**src/hw/tap_pkg.sv**
```systemverilog
// TAP controller package
// State and instruction encodings plus instruction register constants
// shared by the controller, the instruction register and the testbench

package tap_pkg;

   // ***********************************************************
   // Instruction register geometry
   // ***********************************************************
   localparam int IR_W = 8;

   // ***********************************************************
   // Controller states, classic 1149.1 encoding
   // ***********************************************************
   typedef enum logic [3:0] {
      TAP_EXIT2_DR   = 4'h0,
      TAP_EXIT1_DR   = 4'h1,
      TAP_SHIFT_DR   = 4'h2,
      TAP_PAUSE_DR   = 4'h3,
      TAP_SEL_IR     = 4'h4,
      TAP_UPDATE_DR  = 4'h5,
      TAP_CAPTURE_DR = 4'h6,
      TAP_SEL_DR     = 4'h7,
      TAP_EXIT2_IR   = 4'h8,
      TAP_EXIT1_IR   = 4'h9,
      TAP_SHIFT_IR   = 4'hA,
      TAP_PAUSE_IR   = 4'hB,
      TAP_RTI        = 4'hC,
      TAP_UPDATE_IR  = 4'hD,
      TAP_CAPTURE_IR = 4'hE,
      TAP_TLR        = 4'hF
   } tap_state_t;

   // ***********************************************************
   // Instruction opcodes
   // ***********************************************************
   // Any code not listed here decodes as bypass
   typedef enum logic [IR_W-1:0] {
      VISA_OVR = 8'h1C,
      BYPASS   = 8'hFF
   } ir_opcode_t;

   // Fixed pattern seen on TDO at the start of every IR scan
   localparam logic [IR_W-1:0] IR_CAPTURE = 8'b0000_0001;
   // Instruction after reset and in Test-Logic-Reset
   localparam ir_opcode_t IR_RESET = BYPASS;

endpackage

```
**src/hw/visa_pkg.sv**
```systemverilog
// VISA override package
// Geometry of the override register bank and its scan chain

package visa_pkg;

   // Number of override registers in the bank
   localparam int VISA_NUM_REGS = 4;

   // Address field, sits in the top bits of the chain
   localparam int VISA_ADDR_W = 4;

   // Width of one override word, low bits of the chain
   localparam int VISA_DATA_W = 16;

   // Full chain length seen by one DR scan
   localparam int VISA_SHIFT_W = VISA_ADDR_W + VISA_DATA_W;

endpackage

```
**src/hw/tap_ctrl_if.sv**
```systemverilog
// TAP scan control bundle
// Levels decoded from the controller state, fanned out to the
// instruction register and the data register blocks
`timescale 1ns/1ns

interface tap_ctrl_if;

   // Controller sits in Test-Logic-Reset
   logic tlr;
   // Instruction path levels
   logic capture_ir;
   logic shift_ir;
   logic update_ir;
   // Data path levels
   logic capture_dr;
   logic shift_dr;
   logic update_dr;

   modport fsm (output tlr, capture_ir, shift_ir, update_ir,
                output capture_dr, shift_dr, update_dr);

   modport ir (input tlr, capture_ir, shift_ir, update_ir);

   modport dr (input capture_dr, shift_dr, update_dr);

endinterface

```
**src/hw/tap_fsm.sv**
```systemverilog
// TAP controller
// Sixteen-state 1149.1 state machine stepped by TMS, with decode
// of the capture, shift, update and reset levels
`timescale 1ns/1ns

module tap_fsm
   import tap_pkg::*;
(
   input  logic   atappris_tck,
   input  logic   powergoodrst_b,
   input  logic   atappris_tms,
   tap_ctrl_if.fsm ctrl
);

   tap_state_t state;
   tap_state_t next_state;

   // ***********************************************************
   // State register
   // ***********************************************************
   always_ff @(posedge atappris_tck or negedge powergoodrst_b)
   begin
      if (!powergoodrst_b)
      begin
         state <= TAP_TLR;
      end
      else
      begin
         state <= next_state;
      end
   end

   // ***********************************************************
   // TMS transition table
   // ***********************************************************
   always_comb
   begin
      unique case (state)
         // Five ones from anywhere land here
         TAP_TLR:        next_state = atappris_tms ? TAP_TLR      : TAP_RTI;
         TAP_RTI:        next_state = atappris_tms ? TAP_SEL_DR   : TAP_RTI;
         // DR column
         TAP_SEL_DR:     next_state = atappris_tms ? TAP_SEL_IR   : TAP_CAPTURE_DR;
         TAP_CAPTURE_DR: next_state = atappris_tms ? TAP_EXIT1_DR : TAP_SHIFT_DR;
         TAP_SHIFT_DR:   next_state = atappris_tms ? TAP_EXIT1_DR : TAP_SHIFT_DR;
         TAP_EXIT1_DR:   next_state = atappris_tms ? TAP_UPDATE_DR : TAP_PAUSE_DR;
         TAP_PAUSE_DR:   next_state = atappris_tms ? TAP_EXIT2_DR : TAP_PAUSE_DR;
         // Exit2 can resume shifting
         TAP_EXIT2_DR:   next_state = atappris_tms ? TAP_UPDATE_DR : TAP_SHIFT_DR;
         TAP_UPDATE_DR:  next_state = atappris_tms ? TAP_SEL_DR   : TAP_RTI;
         // IR column
         TAP_SEL_IR:     next_state = atappris_tms ? TAP_TLR      : TAP_CAPTURE_IR;
         TAP_CAPTURE_IR: next_state = atappris_tms ? TAP_EXIT1_IR : TAP_SHIFT_IR;
         TAP_SHIFT_IR:   next_state = atappris_tms ? TAP_EXIT1_IR : TAP_SHIFT_IR;
         TAP_EXIT1_IR:   next_state = atappris_tms ? TAP_UPDATE_IR : TAP_PAUSE_IR;
         TAP_PAUSE_IR:   next_state = atappris_tms ? TAP_EXIT2_IR : TAP_PAUSE_IR;
         TAP_EXIT2_IR:   next_state = atappris_tms ? TAP_UPDATE_IR : TAP_SHIFT_IR;
         TAP_UPDATE_IR:  next_state = atappris_tms ? TAP_SEL_DR   : TAP_RTI;
      endcase
   end

   // ***********************************************************
   // Control level decode
   // ***********************************************************
   // Pure decode of the current state, no extra flops
   assign ctrl.tlr        = (state == TAP_TLR);

   // Instruction side
   assign ctrl.capture_ir = (state == TAP_CAPTURE_IR);
   assign ctrl.shift_ir   = (state == TAP_SHIFT_IR);
   assign ctrl.update_ir  = (state == TAP_UPDATE_IR);

   // Data side
   assign ctrl.capture_dr = (state == TAP_CAPTURE_DR);
   assign ctrl.shift_dr   = (state == TAP_SHIFT_DR);
   assign ctrl.update_dr  = (state == TAP_UPDATE_DR);

endmodule

```
**src/hw/tap_ir.sv**
```systemverilog
// TAP instruction register
// IR shift chain, instruction latch loaded on Update-IR, and decode
// of the latched opcode into data register selects
`timescale 1ns/1ns

module tap_ir
   import tap_pkg::*;
(
   input  logic   atappris_tck,
   input  logic   powergoodrst_b,
   input  logic   atappris_tdi,
   tap_ctrl_if.ir ctrl,
   output logic   ir_so,
   output logic   sel_visa,
   output logic   sel_bypass
);

   logic [IR_W-1:0] ir_shift;
   ir_opcode_t      ir_latch;

   // ***********************************************************
   // Instruction shift chain
   // ***********************************************************
   always_ff @(posedge atappris_tck or negedge powergoodrst_b)
   begin
      if (!powergoodrst_b)
      begin
         ir_shift <= IR_RESET;
      end
      else if (ctrl.tlr)
      begin
         ir_shift <= IR_RESET;
      end
      else if (ctrl.capture_ir)
      begin
         // Fixed capture pattern, LSB leaves first
         ir_shift <= IR_CAPTURE;
      end
      else if (ctrl.shift_ir)
      begin
         // TDI in at the MSB, toward the LSB
         ir_shift <= {atappris_tdi, ir_shift[IR_W-1:1]};
      end
   end

   // Serial out toward the TDO mux
   assign ir_so = ir_shift[0];

   // ***********************************************************
   // Instruction latch
   // ***********************************************************
   always_ff @(posedge atappris_tck or negedge powergoodrst_b)
   begin
      if (!powergoodrst_b)
      begin
         ir_latch <= IR_RESET;
      end
      else if (ctrl.tlr)
      begin
         ir_latch <= IR_RESET;
      end
      else if (ctrl.update_ir)
      begin
         // Any code may be loaded, unknown ones included
         ir_latch <= ir_opcode_t'(ir_shift);
      end
   end

   // ***********************************************************
   // Data register select decode
   // ***********************************************************
   // One-hot by construction
   assign sel_visa   = (ir_latch == VISA_OVR);
   // Unlisted opcodes fall through to bypass
   assign sel_bypass = !sel_visa;

endmodule

```
**src/hw/visa_ovr.sv**
```systemverilog
// VISA override data register
// Address plus data scan chain, address compare per index, and one
// holding register per index that loads on Update-DR
`timescale 1ns/1ns

module visa_ovr
   import visa_pkg::*;
(
   input  logic   atappris_tck,
   input  logic   powergoodrst_b,
   input  logic   atappris_tdi,
   tap_ctrl_if.dr ctrl,
   input  logic   sel_visa,
   output logic   visa_so,
   output logic [VISA_NUM_REGS-1:0][VISA_DATA_W-1:0] visa_ovr_data
);

   // ***********************************************************
   // Internal signals
   // ***********************************************************
   logic [VISA_SHIFT_W-1:0]  visa_shift;
   logic [VISA_ADDR_W-1:0]   shift_addr;
   logic [VISA_DATA_W-1:0]   shift_data;
   logic [VISA_NUM_REGS-1:0] addr_hit;

   // ***********************************************************
   // Scan chain
   // ***********************************************************
   // Capture loads nothing, previous contents shift back out
   always_ff @(posedge atappris_tck or negedge powergoodrst_b)
   begin
      if (!powergoodrst_b)
      begin
         visa_shift <= '0;
      end
      else if (ctrl.shift_dr && sel_visa)
      begin
         visa_shift <= {atappris_tdi, visa_shift[VISA_SHIFT_W-1:1]};
      end
   end

   // LSB feeds the TDO mux
   assign visa_so = visa_shift[0];

   // Address rides in the top bits, data below it
   assign shift_addr = visa_shift[VISA_SHIFT_W-1 -: VISA_ADDR_W];
   assign shift_data = visa_shift[VISA_DATA_W-1:0];

   // ***********************************************************
   // Address compare
   // ***********************************************************
   // Addresses past the last index match nothing
   for (genvar i = 0; i < VISA_NUM_REGS; i++)
   begin : g_addr_cmp
      assign addr_hit[i] = (shift_addr == VISA_ADDR_W'(i));
   end

   // ***********************************************************
   // Holding registers
   // ***********************************************************
   // Written on the edge that leaves Update-DR
   // Survive Test-Logic-Reset, cleared only by power-good
   always_ff @(posedge atappris_tck or negedge powergoodrst_b)
   begin
      if (!powergoodrst_b)
      begin
         visa_ovr_data <= '0;
      end
      else if (ctrl.update_dr && sel_visa)
      begin
         for (int r = 0; r < VISA_NUM_REGS; r++)
         begin
            if (addr_hit[r])
            begin
               visa_ovr_data[r] <= shift_data;
            end
         end
      end
   end

endmodule

```
**src/hw/tdo_mux.sv**
```systemverilog
// TDO output stage
// Bypass bit, serial source select, and TDO plus enable retimed
// to the falling edge of the test clock
`timescale 1ns/1ns

module tdo_mux
(
   input  logic   atappris_tck,
   input  logic   powergoodrst_b,
   input  logic   atappris_tdi,
   tap_ctrl_if.dr ctrl,
   input  logic   shift_ir,
   input  logic   ir_so,
   input  logic   visa_so,
   input  logic   sel_visa,
   input  logic   sel_bypass,
   output logic   atappris_tdo,
   output logic   atappris_tdo_en
);

   logic bypass_q;
   logic tdo_next;

   // ***********************************************************
   // Bypass register
   // ***********************************************************
   // Zero captured so a bypass scan leads with a 0
   always_ff @(posedge atappris_tck or negedge powergoodrst_b)
   begin
      if (!powergoodrst_b)
      begin
         bypass_q <= 1'b0;
      end
      else if (ctrl.capture_dr)
      begin
         bypass_q <= 1'b0;
      end
      else if (ctrl.shift_dr)
      begin
         bypass_q <= atappris_tdi;
      end
   end

   // ***********************************************************
   // Source select
   // ***********************************************************
   always_comb
   begin
      if (shift_ir)
      begin
         tdo_next = ir_so;
      end
      else if (ctrl.shift_dr && sel_visa)
      begin
         tdo_next = visa_so;
      end
      else if (ctrl.shift_dr && sel_bypass)
      begin
         tdo_next = bypass_q;
      end
      else
      begin
         // Idle level outside the shift states
         tdo_next = 1'b0;
      end
   end

   // ***********************************************************
   // Falling edge retime
   // ***********************************************************
   // Half a cycle of setup for the capturing device
   always_ff @(negedge atappris_tck or negedge powergoodrst_b)
   begin
      if (!powergoodrst_b)
      begin
         atappris_tdo    <= 1'b0;
         atappris_tdo_en <= 1'b0;
      end
      else
      begin
         atappris_tdo    <= tdo_next;
         atappris_tdo_en <= shift_ir | ctrl.shift_dr;
      end
   end

endmodule

```
**src/hw/mtap_top.sv**
```systemverilog
// Test access port top level
// Ties the controller, instruction register, VISA override register
// and TDO stage together behind plain pins
`timescale 1ns/1ns

module mtap_top
   import visa_pkg::*;
(
   input  logic atappris_tck,
   input  logic powergoodrst_b,
   input  logic atappris_tms,
   input  logic atappris_tdi,
   output logic atappris_tdo,
   output logic atappris_tdo_en,
   output logic [VISA_NUM_REGS-1:0][VISA_DATA_W-1:0] visa_ovr_data
);

   // ***********************************************************
   // Internal nets
   // ***********************************************************
   // Serial outputs of the two long chains
   logic ir_so;
   logic visa_so;
   // Data register selects from the instruction decode
   logic sel_visa;
   logic sel_bypass;

   // State-derived scan levels
   tap_ctrl_if i_tap_ctrl ();

   // ***********************************************************
   // Input side
   // ***********************************************************
   tap_fsm i_tap_fsm (
      .atappris_tck   (atappris_tck),
      .powergoodrst_b (powergoodrst_b),
      .atappris_tms   (atappris_tms),
      .ctrl           (i_tap_ctrl)
   );

   // ***********************************************************
   // Instruction and data registers
   // ***********************************************************
   tap_ir i_tap_ir (
      .atappris_tck   (atappris_tck),
      .powergoodrst_b (powergoodrst_b),
      .atappris_tdi   (atappris_tdi),
      .ctrl           (i_tap_ctrl),
      .ir_so          (ir_so),
      .sel_visa       (sel_visa),
      .sel_bypass     (sel_bypass)
   );

   visa_ovr i_visa_ovr (
      .atappris_tck   (atappris_tck),
      .powergoodrst_b (powergoodrst_b),
      .atappris_tdi   (atappris_tdi),
      .ctrl           (i_tap_ctrl),
      .sel_visa       (sel_visa),
      .visa_so        (visa_so),
      .visa_ovr_data  (visa_ovr_data)
   );

   // ***********************************************************
   // Output side
   // ***********************************************************
   tdo_mux i_tdo_mux (
      .atappris_tck    (atappris_tck),
      .powergoodrst_b  (powergoodrst_b),
      .atappris_tdi    (atappris_tdi),
      .ctrl            (i_tap_ctrl),
      .shift_ir        (i_tap_ctrl.shift_ir),
      .ir_so           (ir_so),
      .visa_so         (visa_so),
      .sel_visa        (sel_visa),
      .sel_bypass      (sel_bypass),
      .atappris_tdo    (atappris_tdo),
      .atappris_tdo_en (atappris_tdo_en)
   );

endmodule

```
**config.mk**
```make
export PLATFORM = sky130hd
export DESIGN_NAME = mtap_top
export DESIGN_NICKNAME = d
export VERILOG_FILES = /design/src/hw/tap_pkg.sv /design/src/hw/visa_pkg.sv /design/src/hw/tap_ctrl_if.sv /design/src/hw/tap_fsm.sv /design/src/hw/tap_ir.sv /design/src/hw/visa_ovr.sv /design/src/hw/tdo_mux.sv /design/src/hw/mtap_top.sv
export SDC_FILE = /design/constraint.sdc
export NUM_CORES = 1
export LEC_CHECK = 0
export BUFFER_PORTS_ARGS = -buffer_cell sky130_fd_sc_hd__buf_2
export CAP_MARGIN = 20
export CELL_PAD_IN_SITES_DETAIL_PLACEMENT = 0
export CELL_PAD_IN_SITES_GLOBAL_PLACEMENT = 1
export CORE_MARGIN = 2
export CORE_UTILIZATION = 30
export DETAILED_ROUTE_END_ITERATION = 8
export GPL_TIMING_DRIVEN = 1
export PLACE_DENSITY_LB_ADDON = 0.1
export SKIP_CTS_REPAIR_TIMING = 1
export SKIP_LAST_GASP = 1
export SLEW_MARGIN = 20
export SYNTH_ARGS = -nofsm -noshare
export SYNTH_HDL_FRONTEND = slang
export SYNTH_SLANG_ARGS = --single-unit
```
**constraint.sdc**
```tcl
create_clock -name atappris_tck -period 4.1 [get_ports atappris_tck]
set_input_delay 0.205 -clock atappris_tck [delete_from_list [all_inputs] [get_ports atappris_tck]]
set_output_delay 0.205 -clock atappris_tck [all_outputs]
set_load 0.01 [all_outputs]
```
======== Word-level counts from Yosys, hierarchy flattened ========
Index checks and enable logic that the tools add are counted.
word-level totals
  RAM bits ................................ 0
  register bits after elaboration ......... 107
  output and inout bits ................... 66
  memories kept ........................... 0
  latch bits .............................. 0
  memory bits (read-only) ................. 0
  logic and storage cells ................. 70
  bits of input ports ..................... 4
cells by class
  equality and inequality tests ........... 19
  $mul .................................... 0
  reduce and logical (&&, ||, !) cells .... 16
  bitwise operators ....................... 1
  div/mod/pow operators ................... 0
  $lt $le $gt $ge ......................... 0
  multiplexer cells ....................... 23
  add/subtract/negate cells ............... 0
  shift-type cells ........................ 0
operator list
  cell                  number
  $pmux W4 S12          1
  $mux W8               5
  $eq A4 B4 Y1 const B  8
  $eq A4 B2 Y1 const B  4
  $eq A4 B3 Y1 const B  4
  $mux W2               6
  $mux W3               4
  $eq A4 B1 Y1 const B  2
  $eq A8 B5 Y1 const B  1
  $logic_not A4 Y1      2
  $reduce_and A2 Y1     4
  $mux W1               6
  $mux W4               1
  $reduce_bool A2 Y1    2
  $reduce_or A2 Y1      2
  $logic_and A1 B1 Y1   3
  $reduce_bool A3 Y1    1
  $reduce_or A3 Y1      1
  $logic_not A1 Y1      1
  $or A1 B1 Y1          1

======== Longest topological paths before layout ========
  depth in word-level cells ............... 6
  mapped depth ............................ 6
  gate-level depth less buffers ........... 3

======== Cells and area by module ========
From an unflattened synthesis, not the netlist that was laid out.
unflattened totals
  cell total of the unflattened synthesis .. 282
  area, all modules ....................... 4,362.9 µm²
by module, submodules not included
  module    area each (µm²)  cells each  instances
  visa_ovr  3,243.1          184         1
  tap_ir    737.0            57          1
  tap_fsm   260.2            31          1
  tdo_mux   122.6            10          1

==> summary.txt <==
Post-synthesis sequential area ratio = 61.3%
Die X = 125 um
Worst hold margin = 82.2 ps
Peak supply drop = 0.000227 V
Slew headroom = 51.0%
Worst-Skew Late Latency = 350 ps
Unrepaired setup endpoints after global routing = false
Fraction of layout cells with a size suffix above 1 = 54.8%
Worst Hold End = i_tap_fsm.state[1]
Post-DP HPWL = 6010 um
Largest net degree at the start of global routing = 80
Largest cells by area after synthesis = dfrtp_1 (48%), mux2_2 (17%), dfstp_2 (12%)
Critical register-to-register path startpoint = i_tap_fsm.state[1]
Kind of end point of the critical path = flop
Initial antenna violation count = 0
Power Density = 496 mW/mm^2
Final net count = 364
Cells along the critical path = nor3b_1 > o21ai_0 > nor3b_1
Cell area after placement = 0.00491 mm^2
Reg-to-reg setup timing slack = 570 ps
Total GRT Usage = 12.6%
Area Growth Syn to Fin = 18.1%
CP max stage cell = dfstp_2
WHS Path Cells = 2
CTS Buffer Depth = 2
Setup-failing EPs final = 0
TritonCTS buffer count = 9
Die ar. = 0.0157 mm^2
Clock Power Share = 32.0%
First-pass GRT wire length = 15,200 um
CP required = 2400 ps
Starting Density = 30.5%
Outcome = complete, no violations
Async S/R FF share, synth = 100%
Logic pwr share = 14.2%
MaxCap Viol Count = 0
Setup Crit Path Kind = reg2reg
Register share of total power = 53.8%
Final Hold Fails = 0
CTS tree = built
Most common cell in the netlist = dfrtp_1
Hold Crit Class = in2reg
Antenna Cells = 0
H-Tree Depth = 3
Reg2reg path depth = 3
Worst Path Arrival = 1830 ps
Gate count of the mapped netlist = 289
Vias per cell = 4.55
Critical R2R Capture = i_tdo_mux.atappris_tdo
Grt ovf = 0
Port Buffer Count = 69
Synth Net Count = 293
Worst Path Max Fanout = 18
Fillers = 1,429
Final ANT Viol Nets = 0
Synthesized area = 0.00441 mm^2
Yosys warns = 0
Hold_sp = atappris_tms
Yosys cell types = 34
CP top delay family = flip-flops
Skew final = 6.01 ps
Sw power = 726 uW
Drt wl/cell = 17.0 um
Total core area = 0.0144 mm^2
Setup TNS = 0 ps
WL final = 9350 um
#FFs+latches synth = 107
Internal Power = 1860 uW
Vias = 2,500
CP max stage delay = 730 ps
Mean Syn Cell Area = 15.2 um^2
Die Span Y = 125 um
Drt drc = 0
Reg clk slew, reported paths = 70 ps
Actual slew at the worst max-slew pin = 735 ps
Post-synth top cells = dfrtp_1 (85), mux2_2 (65), dfstp_2 (20), mux2_4 (20)
CTS root buffer = clkbuf_16
Buffers plus inverters on the worst setup path = 0
GPL Wtd Cong = 0.704
I/O pin total = 70
Core Util, Final = 36.1%
Vias in the first global route = 2,605
Cell mode on critical path = nor3b_1
DR pass1 iterations = 4
Final Total Pwr = 2580 uW
Net Sw Frac = 28.1%
Area leader, netlist = dfrtp_1
Count of final max-slew check failures = 0
Number of synthesized flops with an enable pin = 0
Row cnt = 44
Leakage power = 0.00273 uW
Drt first-iter violations = 120
Cell area after layout = 0.00520 mm^2
CTS Sinks = 107
Main synth FF type = dfrtp_1
Post-synth top area share = 48.3%
CP startpoint kind = flop
cell usage in the layout (no fill, tap or decap), types with 3 or more instances in the layout:
| cell type | instances |
|---|---|
| a21oi_1 | 4 |
| buf_2 | 68 |
| buf_4 | 5 |
| clkbuf_16 | 9 |
| dfrtp_1 | 85 |
| dfstp_2 | 20 |
| mux2_2 | 65 |
| mux2_4 | 20 |
| nand2_1 | 12 |
| nand3_1 | 3 |
| nand4_4 | 3 |
| nor2_1 | 12 |
| nor2b_1 | 7 |
| o21ai_0 | 11 |
| o22a_1 | 7 |
layout make-up:
| cell class | count | area (um^2) | share of cell area [%] |
|---|---|---|---|
| Multi-Input combinational cell | 165 | 1580 | 30.4 |
| Tap cell | 184 | 230 | 4.43 |
| Inverter | 2 | 7.51 | 0.144 |
| Clock inverter | 3 | 21.3 | 0.409 |
| Sequential cell | 107 | 2700 | 51.9 |
| Timing Repair Buffer | 75 | 399 | 7.67 |
| Clock buffer | 13 | 260 | 5.00 |
power groups by stage:
stage,Sequential [uW],Clock [uW],Combinational (uW)
final,1390,827,367
after floorplan,1320,0,340
after global routing,1420,912,430
after global placement,1410,0,371
after detailed placement,1410,0,374
after CTS,1390,869,375
worst max-delay path by stage:
stage | to | start | slack (ps) | cells after the start
global route | i_tdo_mux.atappris_tdo | i_tap_fsm.state[1] | 370 | 3
floorplan | i_tdo_mux.atappris_tdo | i_tap_ir.ir_latch[4] | 670 | 3
finish | i_tdo_mux.atappris_tdo | i_tap_fsm.state[1] | 570 | 3
CTS | i_tdo_mux.atappris_tdo | i_tap_fsm.state[1] | 540 | 3
detailed placement | i_tdo_mux.atappris_tdo | i_tap_ir.ir_latch[2] | 570 | 3
global placement | i_tdo_mux.atappris_tdo | i_tap_ir.ir_latch[2] | 650 | 3
flip-flops by register name (all words and copies together), names as in the netlist:
signal / cells
i_tap_fsm.state: 4
i_tap_ir.ir_latch: 8
i_tap_ir.ir_shift: 8
i_tdo_mux.atappris_tdo: 1
i_tdo_mux.atappris_tdo_en: 1
i_tdo_mux.bypass_q: 1
i_visa_ovr.visa_ovr_data: 64
i_visa_ovr.visa_shift: 20
stage by stage:
step	cells	setup WS, ps
CTS	548	540
finish	549	571
global placement	532	651
detailed placement	532	569
global route	549	369
floorplan	289	666
worst register-to-register path, stage by stage (launching register included):
cell and delay (ps):
dfstp_2 730, nor3b_1 370, o21ai_0 180, nor3b_1 210
cell families after synthesis:
kind of cell,synth area share (%)
AO/OA/AOI/OAI,4.40
multiplexers,23.4
buffers and inverters,2.75
flip-flops,61.3
AND/OR/NAND/NOR,8.07
metal layers:
metal | share of wire [%] | GRT usage, % | wire (um) | up-vias
li1 | - | - | - | 1175
met1 | 47 | 16.8 | 4350 | 1268
met2 | 47 | 19.4 | 4440 | 45
met3 | 4.6 | 4.28 | 427 | 12
met4 | 1.4 | 4.12 | 133 | 0
met5 | 0 | 0 | 0 | -
Note: power is estimated with default switching activity, not from simulation.
